[src/logic/streamer_defines.svh]
`ifndef STREAMER_DEFINES_SVH
`define STREAMER_DEFINES_SVH

`default_nettype none

// Memory and stream word width
`define STREAMER_DW 32
// Byte address width
`define STREAMER_AW 32
// Load buffer depth, also the bound on reads in flight per source
`define STREAMER_LOAD_DEPTH 4
// Store buffer depth
`define STREAMER_STORE_DEPTH 2
// Arbiter ports: X, W and Z
`define STREAMER_NCH 3
// Width of the word-count field of a job
`define STREAMER_CNT_W 16

`default_nettype wire

`endif
[src/logic/streamer_pkg.sv]
`include "streamer_defines.svh"

`default_nettype none

package streamer_pkg;

  // One memory or stream word
  typedef logic [`STREAMER_DW-1:0] word_t;

  // Byte address
  typedef logic [`STREAMER_AW-1:0] addr_t;

  // Job for one channel, start is a single-cycle pulse
  typedef struct packed {
    logic                       start;
    addr_t                      base;
    addr_t                      stride;
    logic [`STREAMER_CNT_W-1:0] count;
  } stream_ctrl_t;

  // Store buffer entry, target address with its word
  typedef struct packed {
    addr_t add;
    word_t data;
  } store_req_t;

  // Arbiter port index: 0 is X, 1 is W, 2 is Z
  typedef logic [1:0] ch_id_t;

endpackage

`default_nettype wire

[src/logic/mem_if.sv]
`timescale 1ns/1ns
`default_nettype none

interface mem_if;

  // Request side, held until req and gnt meet
  logic                req;
  logic                gnt;
  streamer_pkg::addr_t add;
  // High for a write
  logic                wen;
  streamer_pkg::word_t data;

  // Read response, one per granted read, in grant order
  streamer_pkg::word_t r_data;
  logic                r_valid;

  modport initiator (
    output req, add, wen, data,
    input  gnt, r_data, r_valid
  );

  modport target (
    input  req, add, wen, data,
    output gnt, r_data, r_valid
  );

endinterface

`default_nettype wire

[src/logic/streamer_top.sv]
`include "streamer_defines.svh"

`timescale 1ns/1ns
`default_nettype none

module streamer_top (
  input  logic                       clk_i,
  input  logic                       arst_n_i,
  input  logic                       clear_i,
  input  logic                       enable_i,
  input  streamer_pkg::stream_ctrl_t x_ctrl_i,
  input  streamer_pkg::stream_ctrl_t w_ctrl_i,
  input  streamer_pkg::stream_ctrl_t z_ctrl_i,
  output logic                       x_valid_o,
  input  logic                       x_ready_i,
  output streamer_pkg::word_t        x_data_o,
  output logic                       w_valid_o,
  input  logic                       w_ready_i,
  output streamer_pkg::word_t        w_data_o,
  input  logic                       z_valid_i,
  output logic                       z_ready_o,
  input  streamer_pkg::word_t        z_data_i,
  output logic                       x_done_o,
  output logic                       w_done_o,
  output logic                       z_done_o,
  output logic                       mem_req_o,
  input  logic                       mem_gnt_i,
  output streamer_pkg::addr_t        mem_add_o,
  output logic                       mem_wen_o,
  output streamer_pkg::word_t        mem_data_o,
  input  streamer_pkg::word_t        mem_r_data_i,
  input  logic                       mem_r_valid_i
);

  // Channel buses: 0 is X, 1 is W, 2 is Z
  mem_if ch_bus [`STREAMER_NCH] ();

  // X load channel
  stream_source x_source_inst (
    .clk_i    ( clk_i     ),
    .arst_n_i ( arst_n_i  ),
    .clear_i  ( clear_i   ),
    .enable_i ( enable_i  ),
    .ctrl_i   ( x_ctrl_i  ),
    .mem      ( ch_bus[0] ),
    .valid_o  ( x_valid_o ),
    .ready_i  ( x_ready_i ),
    .data_o   ( x_data_o  ),
    .done_o   ( x_done_o  )
  );

  // W load channel
  stream_source w_source_inst (
    .clk_i    ( clk_i     ),
    .arst_n_i ( arst_n_i  ),
    .clear_i  ( clear_i   ),
    .enable_i ( enable_i  ),
    .ctrl_i   ( w_ctrl_i  ),
    .mem      ( ch_bus[1] ),
    .valid_o  ( w_valid_o ),
    .ready_i  ( w_ready_i ),
    .data_o   ( w_data_o  ),
    .done_o   ( w_done_o  )
  );

  // Z store channel
  stream_sink z_sink_inst (
    .clk_i    ( clk_i     ),
    .arst_n_i ( arst_n_i  ),
    .clear_i  ( clear_i   ),
    .enable_i ( enable_i  ),
    .ctrl_i   ( z_ctrl_i  ),
    .valid_i  ( z_valid_i ),
    .ready_o  ( z_ready_o ),
    .data_i   ( z_data_i  ),
    .mem      ( ch_bus[2] ),
    .done_o   ( z_done_o  )
  );

  // Shared memory port
  mem_arbiter arbiter_inst (
    .clk_i         ( clk_i         ),
    .arst_n_i      ( arst_n_i      ),
    .clear_i       ( clear_i       ),
    .ch            ( ch_bus        ),
    .mem_req_o     ( mem_req_o     ),
    .mem_gnt_i     ( mem_gnt_i     ),
    .mem_add_o     ( mem_add_o     ),
    .mem_wen_o     ( mem_wen_o     ),
    .mem_data_o    ( mem_data_o    ),
    .mem_r_data_i  ( mem_r_data_i  ),
    .mem_r_valid_i ( mem_r_valid_i )
  );

endmodule

`default_nettype wire

[src/logic/mem_arbiter.sv]
`include "streamer_defines.svh"

`timescale 1ns/1ns
`default_nettype none

module mem_arbiter (
  input  logic                clk_i,
  input  logic                arst_n_i,
  input  logic                clear_i,
  mem_if.target               ch [`STREAMER_NCH],
  output logic                mem_req_o,
  input  logic                mem_gnt_i,
  output streamer_pkg::addr_t mem_add_o,
  output logic                mem_wen_o,
  output streamer_pkg::word_t mem_data_o,
  input  streamer_pkg::word_t mem_r_data_i,
  input  logic                mem_r_valid_i
);

  logic [`STREAMER_NCH-1:0] req_v;
  logic [`STREAMER_NCH-1:0] wen_v;
  logic [`STREAMER_NCH-1:0] gnt_v;
  streamer_pkg::addr_t      add_v [`STREAMER_NCH];
  streamer_pkg::word_t      data_v [`STREAMER_NCH];
  streamer_pkg::ch_id_t     last_q;
  streamer_pkg::ch_id_t     win;
  streamer_pkg::ch_id_t     rsp_id;
  logic                     found;
  logic                     granted;
  logic                     id_full;
  logic                     id_empty;

  // Flatten the channel buses, route grant and response back
  for (genvar i = 0; i < `STREAMER_NCH; i++) begin : gen_ch
    assign req_v[i]      = ch[i].req;
    assign wen_v[i]      = ch[i].wen;
    assign add_v[i]      = ch[i].add;
    assign data_v[i]     = ch[i].data;
    assign gnt_v[i]      = granted && (win == streamer_pkg::ch_id_t'(i));
    assign ch[i].gnt     = gnt_v[i];
    assign ch[i].r_data  = mem_r_data_i;
    assign ch[i].r_valid = mem_r_valid_i && (rsp_id == streamer_pkg::ch_id_t'(i));
  end

  // Round robin, search starts just after the last winner
  always_comb begin
    int unsigned idx;
    found = 1'b0;
    win   = last_q;
    for (int unsigned k = 1; k <= `STREAMER_NCH; k++) begin
      idx = (int'(last_q) + k) % `STREAMER_NCH;
      if (!found && req_v[idx]) begin
        found = 1'b1;
        win   = streamer_pkg::ch_id_t'(idx);
      end
    end
  end

  // No grant during clear, so no response outlives the ID buffer
  // Reads also wait while the ID buffer is full
  assign mem_req_o  = found && !clear_i && !(id_full && !wen_v[win]);
  assign mem_add_o  = add_v[win];
  assign mem_wen_o  = wen_v[win];
  assign mem_data_o = data_v[win];
  assign granted    = mem_req_o && mem_gnt_i;

  always_ff @(posedge clk_i or negedge arst_n_i) begin
    if (!arst_n_i) begin
      last_q <= streamer_pkg::ch_id_t'(`STREAMER_NCH - 1);
    end else if (clear_i) begin
      last_q <= streamer_pkg::ch_id_t'(`STREAMER_NCH - 1);
    end else if (granted) begin
      last_q <= win;
    end
  end

  // Owner of each granted read, popped as its response returns
  hci_fifo #(
    .payload_t ( streamer_pkg::ch_id_t ),
    .DEPTH     ( `STREAMER_NCH         )
  ) id_fifo_inst (
    .clk_i    ( clk_i                  ),
    .arst_n_i ( arst_n_i               ),
    .clear_i  ( clear_i                ),
    .push_i   ( granted && !mem_wen_o  ),
    .data_i   ( win                    ),
    .full_o   ( id_full                ),
    .pop_i    ( mem_r_valid_i          ),
    .data_o   ( rsp_id                 ),
    .empty_o  ( id_empty               )
  );

  // Memory answers a granted read exactly one cycle later
  assert property (@(posedge clk_i) disable iff (!arst_n_i)
    mem_r_valid_i |-> $past(granted && !mem_wen_o));
  // Memory answers only reads it has granted
  assert property (@(posedge clk_i) disable iff (!arst_n_i)
    mem_r_valid_i |-> !id_empty);

endmodule

`default_nettype wire

[src/logic/stream_sink.sv]
`include "streamer_defines.svh"

`timescale 1ns/1ns
`default_nettype none

module stream_sink (
  input  logic                       clk_i,
  input  logic                       arst_n_i,
  input  logic                       clear_i,
  input  logic                       enable_i,
  input  streamer_pkg::stream_ctrl_t ctrl_i,
  input  logic                       valid_i,
  output logic                       ready_o,
  input  streamer_pkg::word_t        data_i,
  mem_if.initiator                   mem,
  output logic                       done_o
);

  logic                       active_q;
  logic                       req_hold_q;
  logic                       done_q;
  logic [`STREAMER_CNT_W-1:0] total_q;
  logic [`STREAMER_CNT_W-1:0] accepted_q;
  logic [`STREAMER_CNT_W-1:0] written_q;
  streamer_pkg::addr_t        addr_q;
  streamer_pkg::addr_t        stride_q;
  streamer_pkg::store_req_t   wr_entry;
  streamer_pkg::store_req_t   head;
  logic                       accept;
  logic                       wr_fire;
  logic                       last_write;
  logic                       buf_full;
  logic                       buf_empty;

  // Stop taking beats once count is reached or the buffer fills
  assign ready_o       = active_q && enable_i && !buf_full && (accepted_q != total_q);
  assign accept        = valid_i && ready_o;
  // Each beat is paired with the next strided address
  assign wr_entry.add  = addr_q;
  assign wr_entry.data = data_i;

  // Drain side, request held until granted
  assign mem.req    = !buf_empty && (enable_i || req_hold_q);
  assign mem.add    = head.add;
  assign mem.wen    = 1'b1;
  assign mem.data   = head.data;
  assign wr_fire    = mem.req && mem.gnt;
  assign last_write = wr_fire && (written_q == total_q - 1'b1);
  assign done_o     = done_q;

  always_ff @(posedge clk_i or negedge arst_n_i) begin
    if (!arst_n_i) begin
      active_q   <= 1'b0;
      req_hold_q <= 1'b0;
      done_q     <= 1'b0;
      total_q    <= '0;
      accepted_q <= '0;
      written_q  <= '0;
      addr_q     <= '0;
      stride_q   <= '0;
    end else if (clear_i) begin
      active_q   <= 1'b0;
      req_hold_q <= 1'b0;
      done_q     <= 1'b0;
    end else begin
      req_hold_q <= mem.req && !mem.gnt;
      done_q     <= last_write;
      if (!active_q) begin
        if (ctrl_i.start && (ctrl_i.count != '0)) begin
          active_q   <= 1'b1;
          addr_q     <= ctrl_i.base;
          stride_q   <= ctrl_i.stride;
          total_q    <= ctrl_i.count;
          accepted_q <= '0;
          written_q  <= '0;
        end
      end else begin
        if (accept) begin
          addr_q     <= addr_q + stride_q;
          accepted_q <= accepted_q + 1'b1;
        end
        if (wr_fire) begin
          written_q <= written_q + 1'b1;
        end
        // Job ends with its last granted write
        if (last_write) begin
          active_q <= 1'b0;
        end
      end
    end
  end

  // Store buffer between the stream and the write port
  hci_fifo #(
    .payload_t ( streamer_pkg::store_req_t ),
    .DEPTH     ( `STREAMER_STORE_DEPTH     )
  ) store_fifo_inst (
    .clk_i    ( clk_i     ),
    .arst_n_i ( arst_n_i  ),
    .clear_i  ( clear_i   ),
    .push_i   ( accept    ),
    .data_i   ( wr_entry  ),
    .full_o   ( buf_full  ),
    .pop_i    ( wr_fire   ),
    .data_o   ( head      ),
    .empty_o  ( buf_empty )
  );

endmodule

`default_nettype wire

[src/logic/stream_source.sv]
`include "streamer_defines.svh"

`timescale 1ns/1ns
`default_nettype none

module stream_source (
  input  logic                       clk_i,
  input  logic                       arst_n_i,
  input  logic                       clear_i,
  input  logic                       enable_i,
  input  streamer_pkg::stream_ctrl_t ctrl_i,
  mem_if.initiator                   mem,
  output logic                       valid_o,
  input  logic                       ready_i,
  output streamer_pkg::word_t        data_o,
  output logic                       done_o
);

  localparam int unsigned PEND_W = $clog2(`STREAMER_LOAD_DEPTH + 1);

  logic                       active_q;
  logic                       req_hold_q;
  logic                       valid_hold_q;
  logic                       done_q;
  logic [`STREAMER_CNT_W-1:0] total_q;
  logic [`STREAMER_CNT_W-1:0] issued_q;
  logic [`STREAMER_CNT_W-1:0] delivered_q;
  streamer_pkg::addr_t        addr_q;
  streamer_pkg::addr_t        stride_q;
  // Reads in flight plus words waiting in the buffer
  logic [PEND_W-1:0]          pending_q;
  logic                       can_issue;
  logic                       rd_fire;
  logic                       beat;
  logic                       last_beat;
  logic                       buf_full;
  logic                       buf_empty;

  // Credit check keeps every response a free buffer slot
  assign can_issue = active_q && (issued_q != total_q) &&
                     (pending_q < PEND_W'(`STREAMER_LOAD_DEPTH));
  // A raised request stays up until granted, even with enable low
  assign mem.req   = can_issue && (enable_i || req_hold_q);
  assign mem.add   = addr_q;
  assign mem.wen   = 1'b0;
  assign mem.data  = '0;
  assign rd_fire   = mem.req && mem.gnt;

  // Same hold rule for the outgoing stream
  assign valid_o   = !buf_empty && (enable_i || valid_hold_q);
  assign beat      = valid_o && ready_i;
  assign last_beat = beat && (delivered_q == total_q - 1'b1);
  assign done_o    = done_q;

  always_ff @(posedge clk_i or negedge arst_n_i) begin
    if (!arst_n_i) begin
      active_q     <= 1'b0;
      req_hold_q   <= 1'b0;
      valid_hold_q <= 1'b0;
      done_q       <= 1'b0;
      pending_q    <= '0;
      total_q      <= '0;
      issued_q     <= '0;
      delivered_q  <= '0;
      addr_q       <= '0;
      stride_q     <= '0;
    end else if (clear_i) begin
      active_q     <= 1'b0;
      req_hold_q   <= 1'b0;
      valid_hold_q <= 1'b0;
      done_q       <= 1'b0;
      pending_q    <= '0;
    end else begin
      req_hold_q   <= mem.req && !mem.gnt;
      valid_hold_q <= valid_o && !ready_i;
      done_q       <= last_beat;
      pending_q    <= pending_q + PEND_W'(rd_fire) - PEND_W'(beat);
      if (!active_q) begin
        // New job is taken only while idle, empty jobs are ignored
        if (ctrl_i.start && (ctrl_i.count != '0)) begin
          active_q    <= 1'b1;
          addr_q      <= ctrl_i.base;
          stride_q    <= ctrl_i.stride;
          total_q     <= ctrl_i.count;
          issued_q    <= '0;
          delivered_q <= '0;
        end
      end else begin
        if (rd_fire) begin
          addr_q   <= addr_q + stride_q;
          issued_q <= issued_q + 1'b1;
        end
        if (beat) begin
          delivered_q <= delivered_q + 1'b1;
        end
        if (last_beat) begin
          active_q <= 1'b0;
        end
      end
    end
  end

  // Load buffer, filled by routed read responses
  hci_fifo #(
    .payload_t ( streamer_pkg::word_t  ),
    .DEPTH     ( `STREAMER_LOAD_DEPTH  )
  ) load_fifo_inst (
    .clk_i    ( clk_i       ),
    .arst_n_i ( arst_n_i    ),
    .clear_i  ( clear_i     ),
    .push_i   ( mem.r_valid ),
    .data_i   ( mem.r_data  ),
    .full_o   ( buf_full    ),
    .pop_i    ( beat        ),
    .data_o   ( data_o      ),
    .empty_o  ( buf_empty   )
  );

  // Issued but undelivered words never exceed the buffer depth
  assert property (@(posedge clk_i) disable iff (!arst_n_i)
    active_q |-> int'(issued_q - delivered_q) <= `STREAMER_LOAD_DEPTH);
  // Arbiter routes a response here only when a slot is free
  assert property (@(posedge clk_i) disable iff (!arst_n_i)
    mem.r_valid |-> !buf_full);

endmodule

`default_nettype wire

[src/logic/hci_fifo.sv]
`timescale 1ns/1ns
`default_nettype none

module hci_fifo #(
  parameter type         payload_t = logic,
  parameter int unsigned DEPTH     = 4
) (
  input  logic     clk_i,
  input  logic     arst_n_i,
  input  logic     clear_i,
  input  logic     push_i,
  input  payload_t data_i,
  output logic     full_o,
  input  logic     pop_i,
  output payload_t data_o,
  output logic     empty_o
);

  localparam int unsigned PTR_W = (DEPTH > 1) ? $clog2(DEPTH) : 1;
  localparam int unsigned CNT_W = $clog2(DEPTH + 1);

  payload_t         mem_q [DEPTH];
  logic [PTR_W-1:0] wr_ptr_q;
  logic [PTR_W-1:0] rd_ptr_q;
  logic [CNT_W-1:0] count_q;
  logic             do_push;
  logic             do_pop;

  assign full_o  = (count_q == CNT_W'(DEPTH));
  assign empty_o = (count_q == '0);
  // Overflow and underflow are dropped here and flagged below
  assign do_push = push_i && !full_o;
  assign do_pop  = pop_i && !empty_o;
  // Head entry, valid the cycle after its push
  assign data_o  = mem_q[rd_ptr_q];

  always_ff @(posedge clk_i) begin
    if (do_push) begin
      mem_q[wr_ptr_q] <= data_i;
    end
  end

  always_ff @(posedge clk_i or negedge arst_n_i) begin
    if (!arst_n_i) begin
      wr_ptr_q <= '0;
      rd_ptr_q <= '0;
      count_q  <= '0;
    end else if (clear_i) begin
      wr_ptr_q <= '0;
      rd_ptr_q <= '0;
      count_q  <= '0;
    end else begin
      // Pointers wrap at DEPTH, which need not be a power of two
      if (do_push) begin
        wr_ptr_q <= (wr_ptr_q == PTR_W'(DEPTH - 1)) ? '0 : wr_ptr_q + 1'b1;
      end
      if (do_pop) begin
        rd_ptr_q <= (rd_ptr_q == PTR_W'(DEPTH - 1)) ? '0 : rd_ptr_q + 1'b1;
      end
      if (do_push && !do_pop) begin
        count_q <= count_q + 1'b1;
      end else if (do_pop && !do_push) begin
        count_q <= count_q - 1'b1;
      end
    end
  end

  // Producers must respect full, consumers must respect empty
  assert property (@(posedge clk_i) disable iff (!arst_n_i) push_i |-> !full_o);
  assert property (@(posedge clk_i) disable iff (!arst_n_i) pop_i |-> !empty_o);

endmodule

`default_nettype wire

[config.mk]
export PLATFORM = sky130hd
export DESIGN_NAME = streamer_top
export DESIGN_NICKNAME = d
export VERILOG_FILES = /design/src/logic/streamer_pkg.sv /design/src/logic/mem_if.sv /design/src/logic/streamer_top.sv /design/src/logic/mem_arbiter.sv /design/src/logic/stream_sink.sv /design/src/logic/stream_source.sv /design/src/logic/hci_fifo.sv
export VERILOG_INCLUDE_DIRS = /design/src /design/src/logic
export SDC_FILE = /design/constraint.sdc
export NUM_CORES = 1
export LEC_CHECK = 0
export ABC_CLOCK_PERIOD_IN_PS = 16500
export BUFFER_PORTS_ARGS = -buffer_cell sky130_fd_sc_hd__buf_2
export CELL_PAD_IN_SITES_DETAIL_PLACEMENT = 0
export CELL_PAD_IN_SITES_GLOBAL_PLACEMENT = 1
export CORE_MARGIN = 1.5
export CORE_UTILIZATION = 50
export DETAILED_ROUTE_END_ITERATION = 10
export MAX_ROUTING_LAYER = met4
export PLACE_DENSITY_LB_ADDON = 0.1
export SYNTH_ARGS = -nofsm -noshare
export SYNTH_HDL_FRONTEND = slang
export SYNTH_HIERARCHICAL = 1
export SYNTH_SLANG_ARGS = --single-unit
[constraint.sdc]
create_clock -name clk_i -period 16.5 [get_ports clk_i]
set_input_delay 0.825 -clock clk_i [delete_from_list [all_inputs] [get_ports clk_i]]
set_output_delay 0.825 -clock clk_i [all_outputs]
set_load 0.05 [all_outputs]
==> flow_summary.toml <==
[finish]
fin_nets = 4288
layout_commonest_cell = "buf_2"
drive_gt1_frac = 0.247
mostFrequentLayoutCells = "449 x buf_2, 390 x edfxtp_1, 372 x dfrtp_1"
synthToLayoutAreaGrowth_pct = 13.5

[global_routing]
grtUsageTotal = 0.270
grt_overflow = 0
grt_start_max_net_pins = 95
antenna_found_initial = 27
grt_pass1_vias = 28574
grt_pass1_wl_um = 168000

[worst_setup_path]
rrSetupSlack_ns = 10.44
criticalPathCategory = "flip-flop to output pin"
path_cells = "xnor2_1 > nand4_1 > nor4_1 > nor2_1 > mux2_1 > mux2_2 > o41a_1 > nand2_4 > mux2i_1 > o21ai_0 > buf_2"
max_stage_delay_ns = 0.78
crit_required_ns = 15.67
start_kind = "flip-flop"
critPathMaxFanout = 35
crit_path_top_delay_cell = "mux2i_1"
arrival_ns = 5.67
critical-path-top-delay-family = "simple AND/OR/NAND/NOR gates"
worstSetupEndpointType = "output pin"
r2r-start = "w_source_inst/total_q[3]"
cp_num_buf_inv = 1
timing.rr.end = "z_sink_inst/written_q[15]"
worst_r2r_path_depth = 18

[drt]
drc = 0
via_per_inst = 5.68
antenna_left = 0
routed_wl_um = 111000
drtIter0Drc = 1727
routedWlPerCell_um = 22.2
vias = 28405
first_pass_iters = 5

[timing]
timing.setup.tns_ns = 0
period_needed_ns = 6.49
rsz0062_at_grt = "no"
period_share = 0.393
fin_skew_ns = 0.0539
fmax_mhz = 154
slew_violations = 0
hold_viol_final = 0
setup_viol = 0
max_slew_margin = 0.289
worst_slew_pin_slew_ns = 1.06

[clock_tree]
clkSinkCount = 769
ctsHoldBuffers = 0
clockRootBuffer = "clkbuf_16"
htree_levels = 3
post_cts_buffers = 0
cts_resized = 0
clock_latency_ns = 0.67
numCtsBuffers = 86
cts_buffer_depth = 3
clk_pin_slew_ns = 0.06
tritoncts = "yes"

[status]
status = "completed"

[job]
max_cap_violations = 0

[power_and_ir_drop]
cellPowerDensity_nw_per_um2 = 142
leakagePower_nw = 18.8
ir_drop_mv = 0.0923
p_total_w = 0.00661

[floorplanning]
die_h_um = 289
die_x_um = 289
start_util = 0.507
dieArea_um2 = 83700
io_pins = 452
rows = 104
core_um2 = 80800

[synth]
synth_area_um2 = 41000
synthCells = 3499
synth.avg_cell_area_um2 = 11.7
ys.warnings.count = 6

[place]
placement.io_buffers = 451
gp_congestion = 0.939
dp_hpwl_um = 79700

[min_path]
min_path_type = "input port to async pin"
-- where the power goes --
group          total, W  internal, W  switching [W]
clock network   0.00201      0.00119       0.000817
registers       0.00243      0.00222       0.000210
logic           0.00217     0.000805        0.00136
-- metrics by stage --
step | utilization | cell area [µm²] | hold slack (ns) | cells | setup WS, ns
after CTS | 0.575 | 46400 | 0.207 | 4978 | 9.88
after floorplan | - | 41200 | 0.467 | 3563 | 9.54
final | 0.575 | 46500 | 0.206 | 5000 | 10.01
after global routing | 0.575 | 46500 | 0.249 | 4999 | 9.64
after global placement | 0.537 | 43400 | 0.479 | 4818 | 10.46
after detailed placement | 0.537 | 43400 | 0.492 | 4818 | 10.37
-- registers in the layout (all words and copies together) (netlist names), 3 cells and up --
register	cells
w_source_inst/load_fifo_inst/mem_q	128
x_source_inst/load_fifo_inst/mem_q	128
z_sink_inst/store_fifo_inst/mem_q	128
w_source_inst/mem.add	32
w_source_inst/stride_q	32
x_source_inst/mem.add	32
x_source_inst/stride_q	32
z_sink_inst/addr_q	32
z_sink_inst/stride_q	32
w_source_inst/delivered_q	16
w_source_inst/issued_q	16
w_source_inst/total_q	16
x_source_inst/delivered_q	16
x_source_inst/issued_q	16
x_source_inst/total_q	16
z_sink_inst/accepted_q	16
z_sink_inst/total_q	16
z_sink_inst/written_q	16
arbiter_inst/id_fifo_inst/mem_q	6
w_source_inst/load_fifo_inst/count_q	3
w_source_inst/pending_q	3
x_source_inst/load_fifo_inst/count_q	3
x_source_inst/pending_q	3
-- worst max path at each step --
stage / from / to / slack (ns) / cells after the start
3_5_place_dp: w_source_inst/total_q[3] / z_sink_inst/written_q[15] / 10.37 / 18
6_report: w_source_inst/total_q[3] / mem_add_o[0] / 10.01 / 11
3_3_place_gp: w_source_inst/total_q[5] / z_sink_inst/written_q[13] / 10.46 / 18
5_1_grt: w_source_inst/total_q[5] / mem_add_o[0] / 9.64 / 11
2_1_floorplan: enable_i / z_sink_inst/store_fifo_inst/mem_q[1][0] / 9.54 / 7
4_1_cts: w_source_inst/total_q[3] / mem_add_o[0] / 9.88 / 11
-- layer usage --
metal | track usage | vias to the layer above | wire, µm
met5 | - | - | 0
met4 | 0.0915 | 0 | 3340
met3 | 0.0454 | 191 | 6330
met2 | 0.431 | 786 | 53500
met1 | 0.351 | 14109 | 47700
li1 | - | 13319 | -
-- final cells by class --
cell class | count | area [µm²]
Fill cell | 6761 | 34300
Sequential cell | 769 | 21200
Multi-Input combinational cell | 2420 | 18000
Clock buffer | 107 | 2340
Antenna cell | 22 | 55.1
Timing Repair Buffer | 484 | 2520
Inverter | 85 | 324
Tap cell | 1060 | 1330
Clock inverter | 53 | 698
(Power assumes the default switching activity.)
